--- config.mk ---
export PLATFORM = sky130hd
export DESIGN_NAME = lease_cache_top
export DESIGN_NICKNAME = d
export VERILOG_FILES = /design/src/source/lease_pkg.sv /design/src/source/lfsr_9b.sv /design/src/source/lease_lookup_table.sv /design/src/source/lease_probability_select.sv /design/src/source/lease_config_wb_slave.sv /design/src/source/lease_policy_controller.sv /design/src/source/lease_cache_top.sv
export SDC_FILE = /design/constraint.sdc
export NUM_CORES = 2
export LEC_CHECK = 0
export BUFFER_PORTS_ARGS = -buffer_cell sky130_fd_sc_hd__clkbuf_2
export CORE_MARGIN = 10
export CORE_UTILIZATION = 60
export CTS_CLUSTER_DIAMETER = 150
export DETAILED_ROUTE_END_ITERATION = 10
export PLACE_DENSITY = 0.77
export RECOVER_POWER = 25
export SLEW_MARGIN = 20
export SYNTH_ARGS = -nofsm -noshare
export SYNTH_HDL_FRONTEND = slang
export SYNTH_SLANG_ARGS = --single-unit
export TNS_END_PERCENT = 100
--- constraint.sdc ---
create_clock -name clock_i -period 11 [get_ports clock_i]
set_input_delay 1.1 -clock clock_i [delete_from_list [all_inputs] [get_ports clock_i]]
set_output_delay 1.1 -clock clock_i [all_outputs]
set_load 0.005 [all_outputs]
--- src/source/lease_pkg.sv ---
/* shared widths and bus structs for the lease replacement engine
   a lease of zero marks a line as expired */
package lease_pkg;

	// ------------------------------
	// widths
	localparam int LEASE_BW    = 16;	// one lease value
	localparam int REF_ADDR_BW = 30;	// word address of the referencing instruction
	localparam int PROB_BW     = 9;		// matches the 9b lfsr range
	localparam int WB_DATA_BW  = 32;	// wishbone data bus

	typedef logic [LEASE_BW-1:0]    lease_t;
	typedef logic [REF_ADDR_BW-1:0] ref_addr_t;
	typedef logic [PROB_BW-1:0]     prob_t;

	// ------------------------------
	// lookup table search result, 42 bits
	typedef struct packed {
		logic   match;		// search address found in a valid entry
		lease_t lease0;
		lease_t lease1;
		prob_t  lease0_prob;	// likelihood of lease0 out of 511
	} llt_result_t;

	// one table write, index travels beside it
	typedef struct packed {
		logic                  wren;
		logic [1:0]            table_sel;	// 0 ref addr, 1 lease0, 2 lease1, 3 prob
		logic [WB_DATA_BW-1:0] data;
	} llt_write_t;

	typedef enum logic {
		ST_NORMAL,
		ST_GEN_REPLACEMENT
	} policy_state_t;

	// controller response, line address carried separately
	typedef struct packed {
		logic done;		// replacement finished, held until next miss
		logic swap;		// missed line is to be allocated
		logic expired;	// victim was an expired way
		logic dflt;		// default lease was used
	} policy_resp_t;

endpackage

--- src/source/lfsr_9b.sv ---
/* 9 bit fibonacci lfsr, taps 9 and 5, 511 state sequence
   SEED must be non-zero or the register locks at zero */
module lfsr_9b #(
	parameter lease_pkg::prob_t SEED = 9'h001
) (
	input  logic             clock_i,
	input  logic             resetn_i,
	input  logic             enable_i,	// one step per enabled cycle
	output lease_pkg::prob_t value_o
);
	import lease_pkg::*;

	prob_t state_q;
	logic  feedback;

	assign feedback = state_q[8] ^ state_q[4];	// x^9 + x^5 + 1
	assign value_o  = state_q;

	always_ff @(posedge clock_i) begin
		if (!resetn_i) begin
			state_q <= SEED;
		end else if (enable_i) begin
			state_q <= {state_q[7:0], feedback};	// shift toward msb
		end
	end

endmodule

--- src/source/lease_lookup_table.sv ---
/* programmable lease table with combinational search, lowest matching index wins
   entries can only be overwritten, never removed */
module lease_lookup_table #(
	parameter int LLT_ENTRIES = 8
) (
	input  logic                           clock_i,
	input  logic                           resetn_i,
	input  lease_pkg::llt_write_t          write_i,
	input  logic [$clog2(LLT_ENTRIES)-1:0] index_i,
	input  lease_pkg::ref_addr_t           search_addr_i,
	output lease_pkg::llt_result_t         result_o
);
	import lease_pkg::*;

	// ------------------------------
	// storage
	ref_addr_t        ref_addr_q [LLT_ENTRIES];
	lease_t           lease0_q   [LLT_ENTRIES];
	lease_t           lease1_q   [LLT_ENTRIES];
	prob_t            prob_q     [LLT_ENTRIES];
	logic [LLT_ENTRIES-1:0] valid_q;	// set once the ref addr is written

	// valid bits are the only control state here
	always_ff @(posedge clock_i) begin
		if (!resetn_i) begin
			valid_q <= '0;
		end else if (write_i.wren && write_i.table_sel == 2'd0) begin
			valid_q[index_i] <= 1'b1;
		end
	end

	// field writes, data narrowed to each table width
	always_ff @(posedge clock_i) begin
		if (write_i.wren) begin
			case (write_i.table_sel)
				2'd0: ref_addr_q[index_i] <= write_i.data[REF_ADDR_BW-1:0];
				2'd1: lease0_q[index_i]   <= write_i.data[LEASE_BW-1:0];
				2'd2: lease1_q[index_i]   <= write_i.data[LEASE_BW-1:0];
				default: prob_q[index_i]  <= write_i.data[PROB_BW-1:0];
			endcase
		end
	end

	// ------------------------------
	// parallel compare
	logic [LLT_ENTRIES-1:0] hit_vec;

	always_comb begin
		for (int i = 0; i < LLT_ENTRIES; i++) begin
			hit_vec[i] = valid_q[i] && (ref_addr_q[i] == search_addr_i);
		end
	end

	// first-match reduction, walk down so index 0 has the last word
	always_comb begin
		result_o = '0;
		for (int i = LLT_ENTRIES - 1; i >= 0; i--) begin
			if (hit_vec[i]) begin
				result_o.match       = 1'b1;
				result_o.lease0      = lease0_q[i];
				result_o.lease1      = lease1_q[i];
				result_o.lease0_prob = prob_q[i];
			end
		end
	end

endmodule

--- src/source/lease_probability_select.sv ---
/* picks lease0 with probability lease0_prob/511, lease1 otherwise
   prob 511 always gives lease0, prob 0 always gives lease1 */
module lease_probability_select (
	input  logic                   clock_i,
	input  logic                   resetn_i,
	input  logic                   step_i,		// advance random value after each access
	input  lease_pkg::llt_result_t lookup_i,
	output lease_pkg::lease_t      lease_o
);
	import lease_pkg::*;

	prob_t rand_val;	// 1..511, never zero

	lfsr_9b #(
		.SEED     (9'h0d3)	// differs from the controller's backup lfsr
	) lfsr_9b_inst (
		.clock_i  (clock_i),
		.resetn_i (resetn_i),
		.enable_i (step_i),
		.value_o  (rand_val)
	);

	// a draw at or below the stored likelihood takes lease0
	assign lease_o = (rand_val <= lookup_i.lease0_prob) ? lookup_i.lease0 : lookup_i.lease1;

endmodule

--- src/source/lease_config_wb_slave.sv ---
/* wishbone classic slave, one wait state, ack held for a single cycle
   reads return only the default lease at config word 0, all else reads zero */
module lease_config_wb_slave #(
	parameter int LLT_ENTRIES = 8
) (
	input  logic                                clock_i,
	input  logic                                resetn_i,
	input  logic                                wb_cyc_i,
	input  logic                                wb_stb_i,
	input  logic                                wb_we_i,
	input  logic [$clog2(LLT_ENTRIES)+2:0]      wb_adr_i,	// {cfg, table_sel, index}
	input  logic [lease_pkg::WB_DATA_BW-1:0]    wb_dat_i,
	output logic [lease_pkg::WB_DATA_BW-1:0]    wb_dat_o,
	output logic                                wb_ack_o,
	output lease_pkg::llt_write_t               llt_write_o,
	output logic [$clog2(LLT_ENTRIES)-1:0]      llt_index_o,
	output lease_pkg::lease_t                   default_lease_o
);
	import lease_pkg::*;

	localparam int IDX_BW = $clog2(LLT_ENTRIES);

	logic                  req;
	logic                  cfg_space;	// top address bit
	logic                  cfg_word0;
	logic                  wren_q;
	logic [1:0]            sel_q;
	logic [WB_DATA_BW-1:0] data_q;

	assign req       = wb_cyc_i & wb_stb_i & ~wb_ack_o;	// no new request in the ack cycle
	assign cfg_space = wb_adr_i[IDX_BW+2];
	assign cfg_word0 = cfg_space && (wb_adr_i[IDX_BW+1:0] == '0);

	always_ff @(posedge clock_i) begin
		if (!resetn_i) begin
			wb_ack_o        <= 1'b0;
			wren_q          <= 1'b0;
			default_lease_o <= '0;
		end else begin
			wb_ack_o <= req;
			wren_q   <= req & wb_we_i & ~cfg_space;	// table write lines up with ack
			if (req && wb_we_i && cfg_word0) begin
				default_lease_o <= wb_dat_i[LEASE_BW-1:0];
			end
		end
	end

	// payload captured with the request
	always_ff @(posedge clock_i) begin
		if (req) begin
			sel_q       <= wb_adr_i[IDX_BW+1:IDX_BW];
			llt_index_o <= wb_adr_i[IDX_BW-1:0];
			data_q      <= wb_dat_i;
			wb_dat_o    <= cfg_word0 ? {{(WB_DATA_BW-LEASE_BW){1'b0}}, default_lease_o} : '0;
		end
	end

	assign llt_write_o = '{wren: wren_q, table_sel: sel_q, data: data_q};

endmodule

--- src/source/lease_policy_controller.sv ---
/* lease per line, low line bits are the set, high bits the way; needs at least 2 sets
   no back-pressure, strobes during replacement are dropped, caller waits for done */
module lease_policy_controller #(
	parameter int CACHE_BLOCK_CAPACITY = 16,
	parameter int CACHE_SET_SIZE       = 4
) (
	input  logic                                    clock_i,
	input  logic                                    resetn_i,
	input  logic [$clog2(CACHE_BLOCK_CAPACITY)-1:0] cache_addr_i,
	input  logic                                    hit_i,
	input  logic                                    miss_i,
	input  logic                                    lookup_match_i,
	input  lease_pkg::lease_t                       lease_i,		// selected table lease
	input  lease_pkg::lease_t                       default_lease_i,
	output logic                                    step_o,		// advance probability lfsr
	output lease_pkg::policy_resp_t                 resp_o,
	output logic [$clog2(CACHE_BLOCK_CAPACITY)-1:0] addr_o
);
	import lease_pkg::*;

	localparam int BW_LINE = $clog2(CACHE_BLOCK_CAPACITY);
	localparam int BW_WAY  = $clog2(CACHE_SET_SIZE);
	localparam int BW_SET  = BW_LINE - BW_WAY;
	localparam int N_SETS  = CACHE_BLOCK_CAPACITY / CACHE_SET_SIZE;

	typedef logic [BW_LINE-1:0] line_t;
	typedef logic [BW_WAY-1:0]  way_t;
	typedef logic [BW_SET-1:0]  set_t;

	// lowest set flag wins
	function automatic way_t lowest_way(input logic [CACHE_SET_SIZE-1:0] flags);
		way_t w;
		w = '0;
		for (int i = CACHE_SET_SIZE - 1; i >= 0; i--) begin
			if (flags[i]) w = way_t'(i);
		end
		return w;
	endfunction

	// ------------------------------
	// state
	policy_state_t state_q;
	policy_resp_t  resp_q;
	line_t         addr_q;
	lease_t        lease_q [CACHE_BLOCK_CAPACITY];	// one per line
	way_t          cold_cnt_q [N_SETS];				// next cold-start way
	logic [N_SETS-1:0] full_q;						// set filled since reset
	lease_t        lease_saved_q;					// lease for the follow-up fill
	set_t          miss_set_q;
	logic          followup_q;
	logic          step_q;
	logic          rand_en_q;
	lease_t        chosen_lease;
	prob_t         rand_val;
	way_t          rand_way;
	logic [CACHE_SET_SIZE-1:0] set_expired [N_SETS];
	way_t          exp_way [N_SETS];

	assign chosen_lease = lookup_match_i ? lease_i : default_lease_i;
	assign rand_way     = rand_val[BW_WAY:1];
	assign step_o       = step_q;
	assign resp_o       = resp_q;
	assign addr_o       = addr_q;

	// expired flags regrouped per set, then encoded
	always_comb begin
		for (int s = 0; s < N_SETS; s++) begin
			for (int w = 0; w < CACHE_SET_SIZE; w++) begin
				set_expired[s][w] = (lease_q[w * N_SETS + s] == '0);
			end
			exp_way[s] = lowest_way(set_expired[s]);
		end
	end

	// backup way when nothing in the set has expired
	lfsr_9b #(
		.SEED     (9'h155)
	) lfsr_9b_inst (
		.clock_i  (clock_i),
		.resetn_i (resetn_i),
		.enable_i (rand_en_q),
		.value_o  (rand_val)
	);

	// ------------------------------
	// payload, victim address
	always_ff @(posedge clock_i) begin
		if (state_q == ST_NORMAL && miss_i) begin
			lease_saved_q <= chosen_lease;
			miss_set_q    <= cache_addr_i[BW_SET-1:0];	// set held through replacement
		end
		if (state_q == ST_GEN_REPLACEMENT) begin
			if (!full_q[miss_set_q])                  addr_q <= {cold_cnt_q[miss_set_q], miss_set_q};
			else if (|set_expired[miss_set_q])        addr_q <= {exp_way[miss_set_q], miss_set_q};
			else                                      addr_q <= {rand_way, miss_set_q};
		end
	end

	// ------------------------------
	// replacement fsm
	always_ff @(posedge clock_i) begin
		if (!resetn_i) begin
			state_q    <= ST_NORMAL;
			resp_q     <= '0;
			full_q     <= '0;
			followup_q <= 1'b0;
			step_q     <= 1'b0;
			rand_en_q  <= 1'b0;
			for (int i = 0; i < CACHE_BLOCK_CAPACITY; i++) lease_q[i] <= '0;
			for (int s = 0; s < N_SETS; s++) cold_cnt_q[s] <= '0;
		end else begin
			step_q         <= 1'b0;	// pulses
			rand_en_q      <= 1'b0;
			resp_q.expired <= 1'b0;
			resp_q.dflt    <= 1'b0;
			case (state_q)
				ST_NORMAL: begin
					if (hit_i) begin
						step_q <= 1'b1;
						if (followup_q) begin	// fill after allocating miss, already decremented
							followup_q            <= 1'b0;
							lease_q[cache_addr_i] <= lease_saved_q;
						end else begin
							for (int i = 0; i < CACHE_BLOCK_CAPACITY; i++) begin
								if (lease_q[i] != '0) lease_q[i] <= lease_q[i] - 1'b1;
							end
							lease_q[cache_addr_i] <= chosen_lease;	// renew overrides decrement
							resp_q.dflt           <= ~lookup_match_i;
						end
					end else if (miss_i) begin
						step_q <= 1'b1;
						for (int i = 0; i < CACHE_BLOCK_CAPACITY; i++) begin
							if (lease_q[i] != '0) lease_q[i] <= lease_q[i] - 1'b1;
						end
						if (chosen_lease == '0) begin	// bypass, nothing allocated
							resp_q.done <= 1'b1;
							resp_q.swap <= 1'b0;
							resp_q.dflt <= ~lookup_match_i;
						end else begin
							resp_q.done <= 1'b0;
							resp_q.swap <= 1'b1;
							followup_q  <= 1'b1;
							state_q     <= ST_GEN_REPLACEMENT;
						end
					end
				end
				ST_GEN_REPLACEMENT: begin
					resp_q.done <= 1'b1;
					state_q     <= ST_NORMAL;
					if (!full_q[miss_set_q]) begin
						// cold start walks ways 0..N-1
						cold_cnt_q[miss_set_q] <= cold_cnt_q[miss_set_q] + 1'b1;
						if (cold_cnt_q[miss_set_q] == '1) full_q[miss_set_q] <= 1'b1;
					end else if (|set_expired[miss_set_q]) begin
						resp_q.expired <= 1'b1;
					end else begin
						rand_en_q <= 1'b1;	// consume the random way
					end
				end
				default: state_q <= ST_NORMAL;
			endcase
		end
	end

endmodule

--- src/source/lease_cache_top.sv ---
/* lease replacement engine, wishbone config port plus strobe access port
   cache_addr_i and search_addr_i must be valid with each hit or miss strobe */
module lease_cache_top #(
	parameter int CACHE_BLOCK_CAPACITY = 16,	// power of two
	parameter int CACHE_SET_SIZE       = 4,		// 2, 4 or 8 ways
	parameter int LLT_ENTRIES          = 8		// power of two
) (
	input  logic                                    clock_i,
	input  logic                                    resetn_i,
	input  logic                                    wb_cyc_i,
	input  logic                                    wb_stb_i,
	input  logic                                    wb_we_i,
	input  logic [$clog2(LLT_ENTRIES)+2:0]          wb_adr_i,
	input  logic [lease_pkg::WB_DATA_BW-1:0]        wb_dat_i,
	output logic [lease_pkg::WB_DATA_BW-1:0]        wb_dat_o,
	output logic                                    wb_ack_o,
	input  logic [$clog2(CACHE_BLOCK_CAPACITY)-1:0] cache_addr_i,
	input  lease_pkg::ref_addr_t                    search_addr_i,
	input  logic                                    hit_i,
	input  logic                                    miss_i,
	output lease_pkg::policy_resp_t                 resp_o,
	output logic [$clog2(CACHE_BLOCK_CAPACITY)-1:0] addr_o
);
	import lease_pkg::*;

	llt_write_t                     llt_write;
	logic [$clog2(LLT_ENTRIES)-1:0] llt_index;
	lease_t                         default_lease;
	llt_result_t                    llt_result;
	lease_t                         sel_lease;
	logic                           step;

	// ------------------------------
	lease_config_wb_slave #(
		.LLT_ENTRIES     (LLT_ENTRIES)
	) lease_config_wb_slave_inst (
		.clock_i         (clock_i),
		.resetn_i        (resetn_i),
		.wb_cyc_i        (wb_cyc_i),
		.wb_stb_i        (wb_stb_i),
		.wb_we_i         (wb_we_i),
		.wb_adr_i        (wb_adr_i),
		.wb_dat_i        (wb_dat_i),
		.wb_dat_o        (wb_dat_o),
		.wb_ack_o        (wb_ack_o),
		.llt_write_o     (llt_write),
		.llt_index_o     (llt_index),
		.default_lease_o (default_lease)
	);

	lease_lookup_table #(
		.LLT_ENTRIES   (LLT_ENTRIES)
	) lease_lookup_table_inst (
		.clock_i       (clock_i),
		.resetn_i      (resetn_i),
		.write_i       (llt_write),
		.index_i       (llt_index),
		.search_addr_i (search_addr_i),
		.result_o      (llt_result)
	);

	lease_probability_select lease_probability_select_inst (
		.clock_i  (clock_i),
		.resetn_i (resetn_i),
		.step_i   (step),
		.lookup_i (llt_result),
		.lease_o  (sel_lease)
	);

	// ------------------------------
	lease_policy_controller #(
		.CACHE_BLOCK_CAPACITY (CACHE_BLOCK_CAPACITY),
		.CACHE_SET_SIZE       (CACHE_SET_SIZE)
	) lease_policy_controller_inst (
		.clock_i         (clock_i),
		.resetn_i        (resetn_i),
		.cache_addr_i    (cache_addr_i),
		.hit_i           (hit_i),
		.miss_i          (miss_i),
		.lookup_match_i  (llt_result.match),
		.lease_i         (sel_lease),
		.default_lease_i (default_lease),
		.step_o          (step),
		.resp_o          (resp_o),
		.addr_o          (addr_o)
	);

endmodule

==> impl_metrics.ini <==
[finish]
drive_above_1_share_pct = 10.5
post-route-util_pct = 67.1
syn2layout_area_growth_pct = 10.7
finalNetCount = 3690
fillCellCount = 5132

[logic_synthesis]
synthMuxAreaShare_pct = 1.30
synth_top_family_by_area = simple AND/OR/NAND/NOR gates
synthAdderAreaFrac_pct = 1.10
async_reset_ff_share_pct = 0
ys_seq_elements = 963
synth.top_cells.by_count = edfxtp_1 (905), xnor2_1 (358), nand2_1 (240), o22ai_1 (219), nor2_1 (187)
synthTopCellsByArea = edfxtp_1 (61%), xnor2_1 (7.1%), o22ai_1 (3.1%), dfxtp_1 (2.6%), nand2_1 (2.0%)
synth_compound_area_share_pct = 9.29
synth-seq-area-share_pct = 63.9
syn_inst = 3460
synth_top_area_share_pct = 61.3
synth_top_area_cell = edfxtp_1
synth_edf_count = 905
synth-xor-area-share_pct = 9.25
synth_area_sq_um = 44300
yosys.area_share.simple_pct = 12.3
synth_ff_type = edfxtp_1
yosysWarnings = 0
yosysMostFrequentCell = edfxtp_1
syn_avg_cell_area_sq_um = 12.8
synth.distinct_cells = 85

[worst_setup_path]
worstPathArrival_ns = 8.59
critPathMaxFanout = 32
cp-end-kind = register
critical_path_class = input port to register
crit_required_ns = 11.51
startpoint_type = input port

[route]
drtIter0Drc = 3798
drc_errors = 0
drtPass1Iterations = 6
num_vias = 30500
routed_wl_um = 121000
drtAntennaViolNets = 0
wl_per_cell_um = 26.2
avgViaCountPerCell = 6.61

[grt]
use_met3_pct = 5.53
use_met1_pct = 36.0
grt_pass1_wl_um = 181000
top_usage_layer = met2
antenna_found_initial = 7
grt_util_met2_pct = 44.6
grt_overflow = 0
grt_pass1_vias = 29500
grt_max_degree = 76
grt_use_total_pct = 27.7

[power]
p_sw_share_pct = 24.3
power_frac_comb_pct = 8.7
p_leak_nw = 16.0
p_int_w = 0.00633
power_density_nw_per_um2 = 170
report.power.total_w = 0.00836
ir_drop_mv = 0.135
p_clk_share_pct = 39.2
p_switching_w = 0.00203
seq_power_share_pct = 52.0

[floorplanning]
coreArea_sq_um = 73100
row_count = 99
die_area_sq_um = 85100
ioPinCount = 120
die_w_um = 292
die_y_um = 292
start_util_pct = 60.6

[timing]
min_period_over_period_pct = 73.5
worst_slack_ns = 2.92
setup_tns_ns = 0
hold_viol = 0
drv_slew = 336
setup_viol = 0
min_period_ns = 8.08
rsz0062_at_grt = false
worst_pin_slew_ns = 2.38
slew_headroom_pct = -58.4
clock-skew-final_ns = 0.0505
max_freq_mhz = 124

[placed_design]
portBuffers = 101
hpwl_um = 76000
pre_cts_slack_ns = 2.51
place.gp.congestion = 0.944

[clocking]
cts_tree = built
cts_made_buffers = 98
cts_resized = 0
clk_pin_slew_ns = 0.06
postCtsSetupBuffers = 0
cts_root_buffer = clkbuf_16
cts_max_level = 3
holdBufCountCts = 0
clkSinkCount = 963
clk_latency_ns = 0.68
cts_max_path_buffers = 3

[status]
status = finished, violations left
violations = capacitance limit, slew limit

[worst_hold_path]
hp-class = register to register

[run]
maxCapViolations = 10
==> power groups by stage <==
stage | Combinational, W | Clock, W | Sequential (W)
final | 0.000730 | 0.00328 | 0.00435
after global routing | 0.000797 | 0.00343 | 0.00437
after CTS | 0.000719 | 0.00329 | 0.00435
after detailed placement | 0.000712 | 0 | 0.00442
after global placement | 0.000692 | 0 | 0.00441
after floorplan | 0.000530 | 0 | 0.00438
==> final cells by class <==
class	instances	area [sq um]	share of cell area, %
diodes	5	12.5	0.0255
inverters	63	236	0.482
flip-flops and latches	963	28300	57.8
well taps	959	1200	2.45
multi-input cells	2256	15000	30.5
clock buffers	125	2650	5.40
repair buffers	190	1140	2.32
clock inverters	56	500	1.02
==> registers in the layout, summed over array words and instances, names as in the netlist, 2 cells and up, named ones only <==
name,count
lease_lookup_table_inst.lease1_q,128
lease_config_wb_slave_inst.llt_index_o,3
lease_lookup_table_inst.lease0_q,128
lease_config_wb_slave_inst.sel_q,2
lease_lookup_table_inst.valid_q,8
lease_policy_controller_inst.full_q,4
lease_policy_controller_inst.lease_q,256
lease_config_wb_slave_inst.data_q,30
lease_policy_controller_inst.resp_o,4
lease_policy_controller_inst.addr_o,4
lease_lookup_table_inst.prob_q,72
lease_config_wb_slave_inst.default_lease_o,16
lease_policy_controller_inst.lease_saved_q,16
lease_policy_controller_inst.cold_cnt_q,8
lease_probability_select_inst.lfsr_9b_inst.value_o,9
lease_config_wb_slave_inst.wb_dat_o,16
lease_lookup_table_inst.ref_addr_q,240
lease_policy_controller_inst.miss_set_q,2
lease_policy_controller_inst.lfsr_9b_inst.value_o,9
==> critical path, stage by stage <==
cell,delay (ns)
clkbuf_2,0.29
xnor2_1,0.57
nand4_1,0.16
nor4_1,0.86
and2_1,0.26
buf_4,0.37
nand2_1,0.09
o21ai_0,0.09
mux2i_1,0.12
o21ai_0,0.21
mux2i_1,0.12
o21ai_0,0.25
mux2i_1,0.16
ha_1,0.21
a21o_1,0.18
a21o_1,0.16
a2111oi_0,0.76
or2_2,0.40
mux2_2,0.36
mux2_2,0.26
a221o_1,0.31
mux2i_1,0.27
nand4_1,0.15
nor4_1,0.67
a21oi_1,0.16
==> metal layers <==
metal / share of wire (%) / vias up
met1: 37 / 14800
li1: - / 13400
met5: 0.019 / -
met3: 11 / 392
met4: 5.2 / 4
met2: 47 / 1932
==> path summary, 6_finish.rpt <==
kind / from / to / slack, ns / cells past startpoint
max: search_addr_i[4] / lease_policy_controller_inst.resp_o[2]$_SDFFE_PN0P_ / 2.92 / 25
min: register / register / 0.47 / 2
max reg2reg: lease_lookup_table_inst.ref_addr_q[5][4]$_DFFE_PP_ / lease_policy_controller_inst.resp_o[2]$_SDFFE_PN0P_ / 3.37 / 24
min reg2reg: register / register / 0.47 / 2
==> stage by stage <==
| step | std cells | hold slack, ns | area, sq um |
|---|---|---|---|
| floorplan | 3475 | 0.424 | 44400 |
| global placement | 4428 | 0.443 | 45900 |
| detailed placement | 4429 | 0.452 | 45900 |
| CTS | 4610 | 0.475 | 49000 |
| global route | 4612 | 0.481 | 49000 |
| finish | 4617 | 0.474 | 49000 |
==> logic make-up after synthesis <==
family          count (synthesis)
simple gates                 1058
flops                         963
compound gates                634
xor+xnor                      457
buf+inv                       256
mux                            52
fa+ha+maj                      39
other cells                     1
==> layout by cell type (no fill, tap or decap), types with 16 or more instances in the layout <==
cell | netlist | layout
edfxtp_1 | 905 | 905
xnor2_1 | 358 | 358
nand2_1 | 240 | 240
o22ai_1 | 219 | 219
nor2_1 | 187 | 177
nand4_1 | 129 | 129
nand3_1 | 127 | 127
o21ai_0 | 122 | 122
clkbuf_16 | 0 | 100
xor2_1 | 86 | 86
nor4_1 | 86 | 84
clkbuf_2 | 0 | 79
nor3_1 | 79 | 78
buf_4 | 33 | 78
inv_1 | 63 | 63
a21oi_1 | 73 | 62
dfxtp_1 | 58 | 58
clkbuf_1 | 98 | 51
mux2i_1 | 42 | 39
ha_1 | 39 | 39
and2_1 | 30 | 29
and3_1 | 28 | 28
or4_1 | 25 | 25
or3_1 | 22 | 22
a211oi_1 | 21 | 21
clkinv_2 | 0 | 21
nor2b_1 | 20 | 20
o21a_1 | 20 | 20
a31oi_1 | 19 | 19
nand3b_1 | 19 | 19
clkinv_1 | 0 | 19
nand2b_1 | 17 | 17
a21boi_0 | 17 | 17
conb_1 | 1 | 16
(Power assumes the default switching activity.)
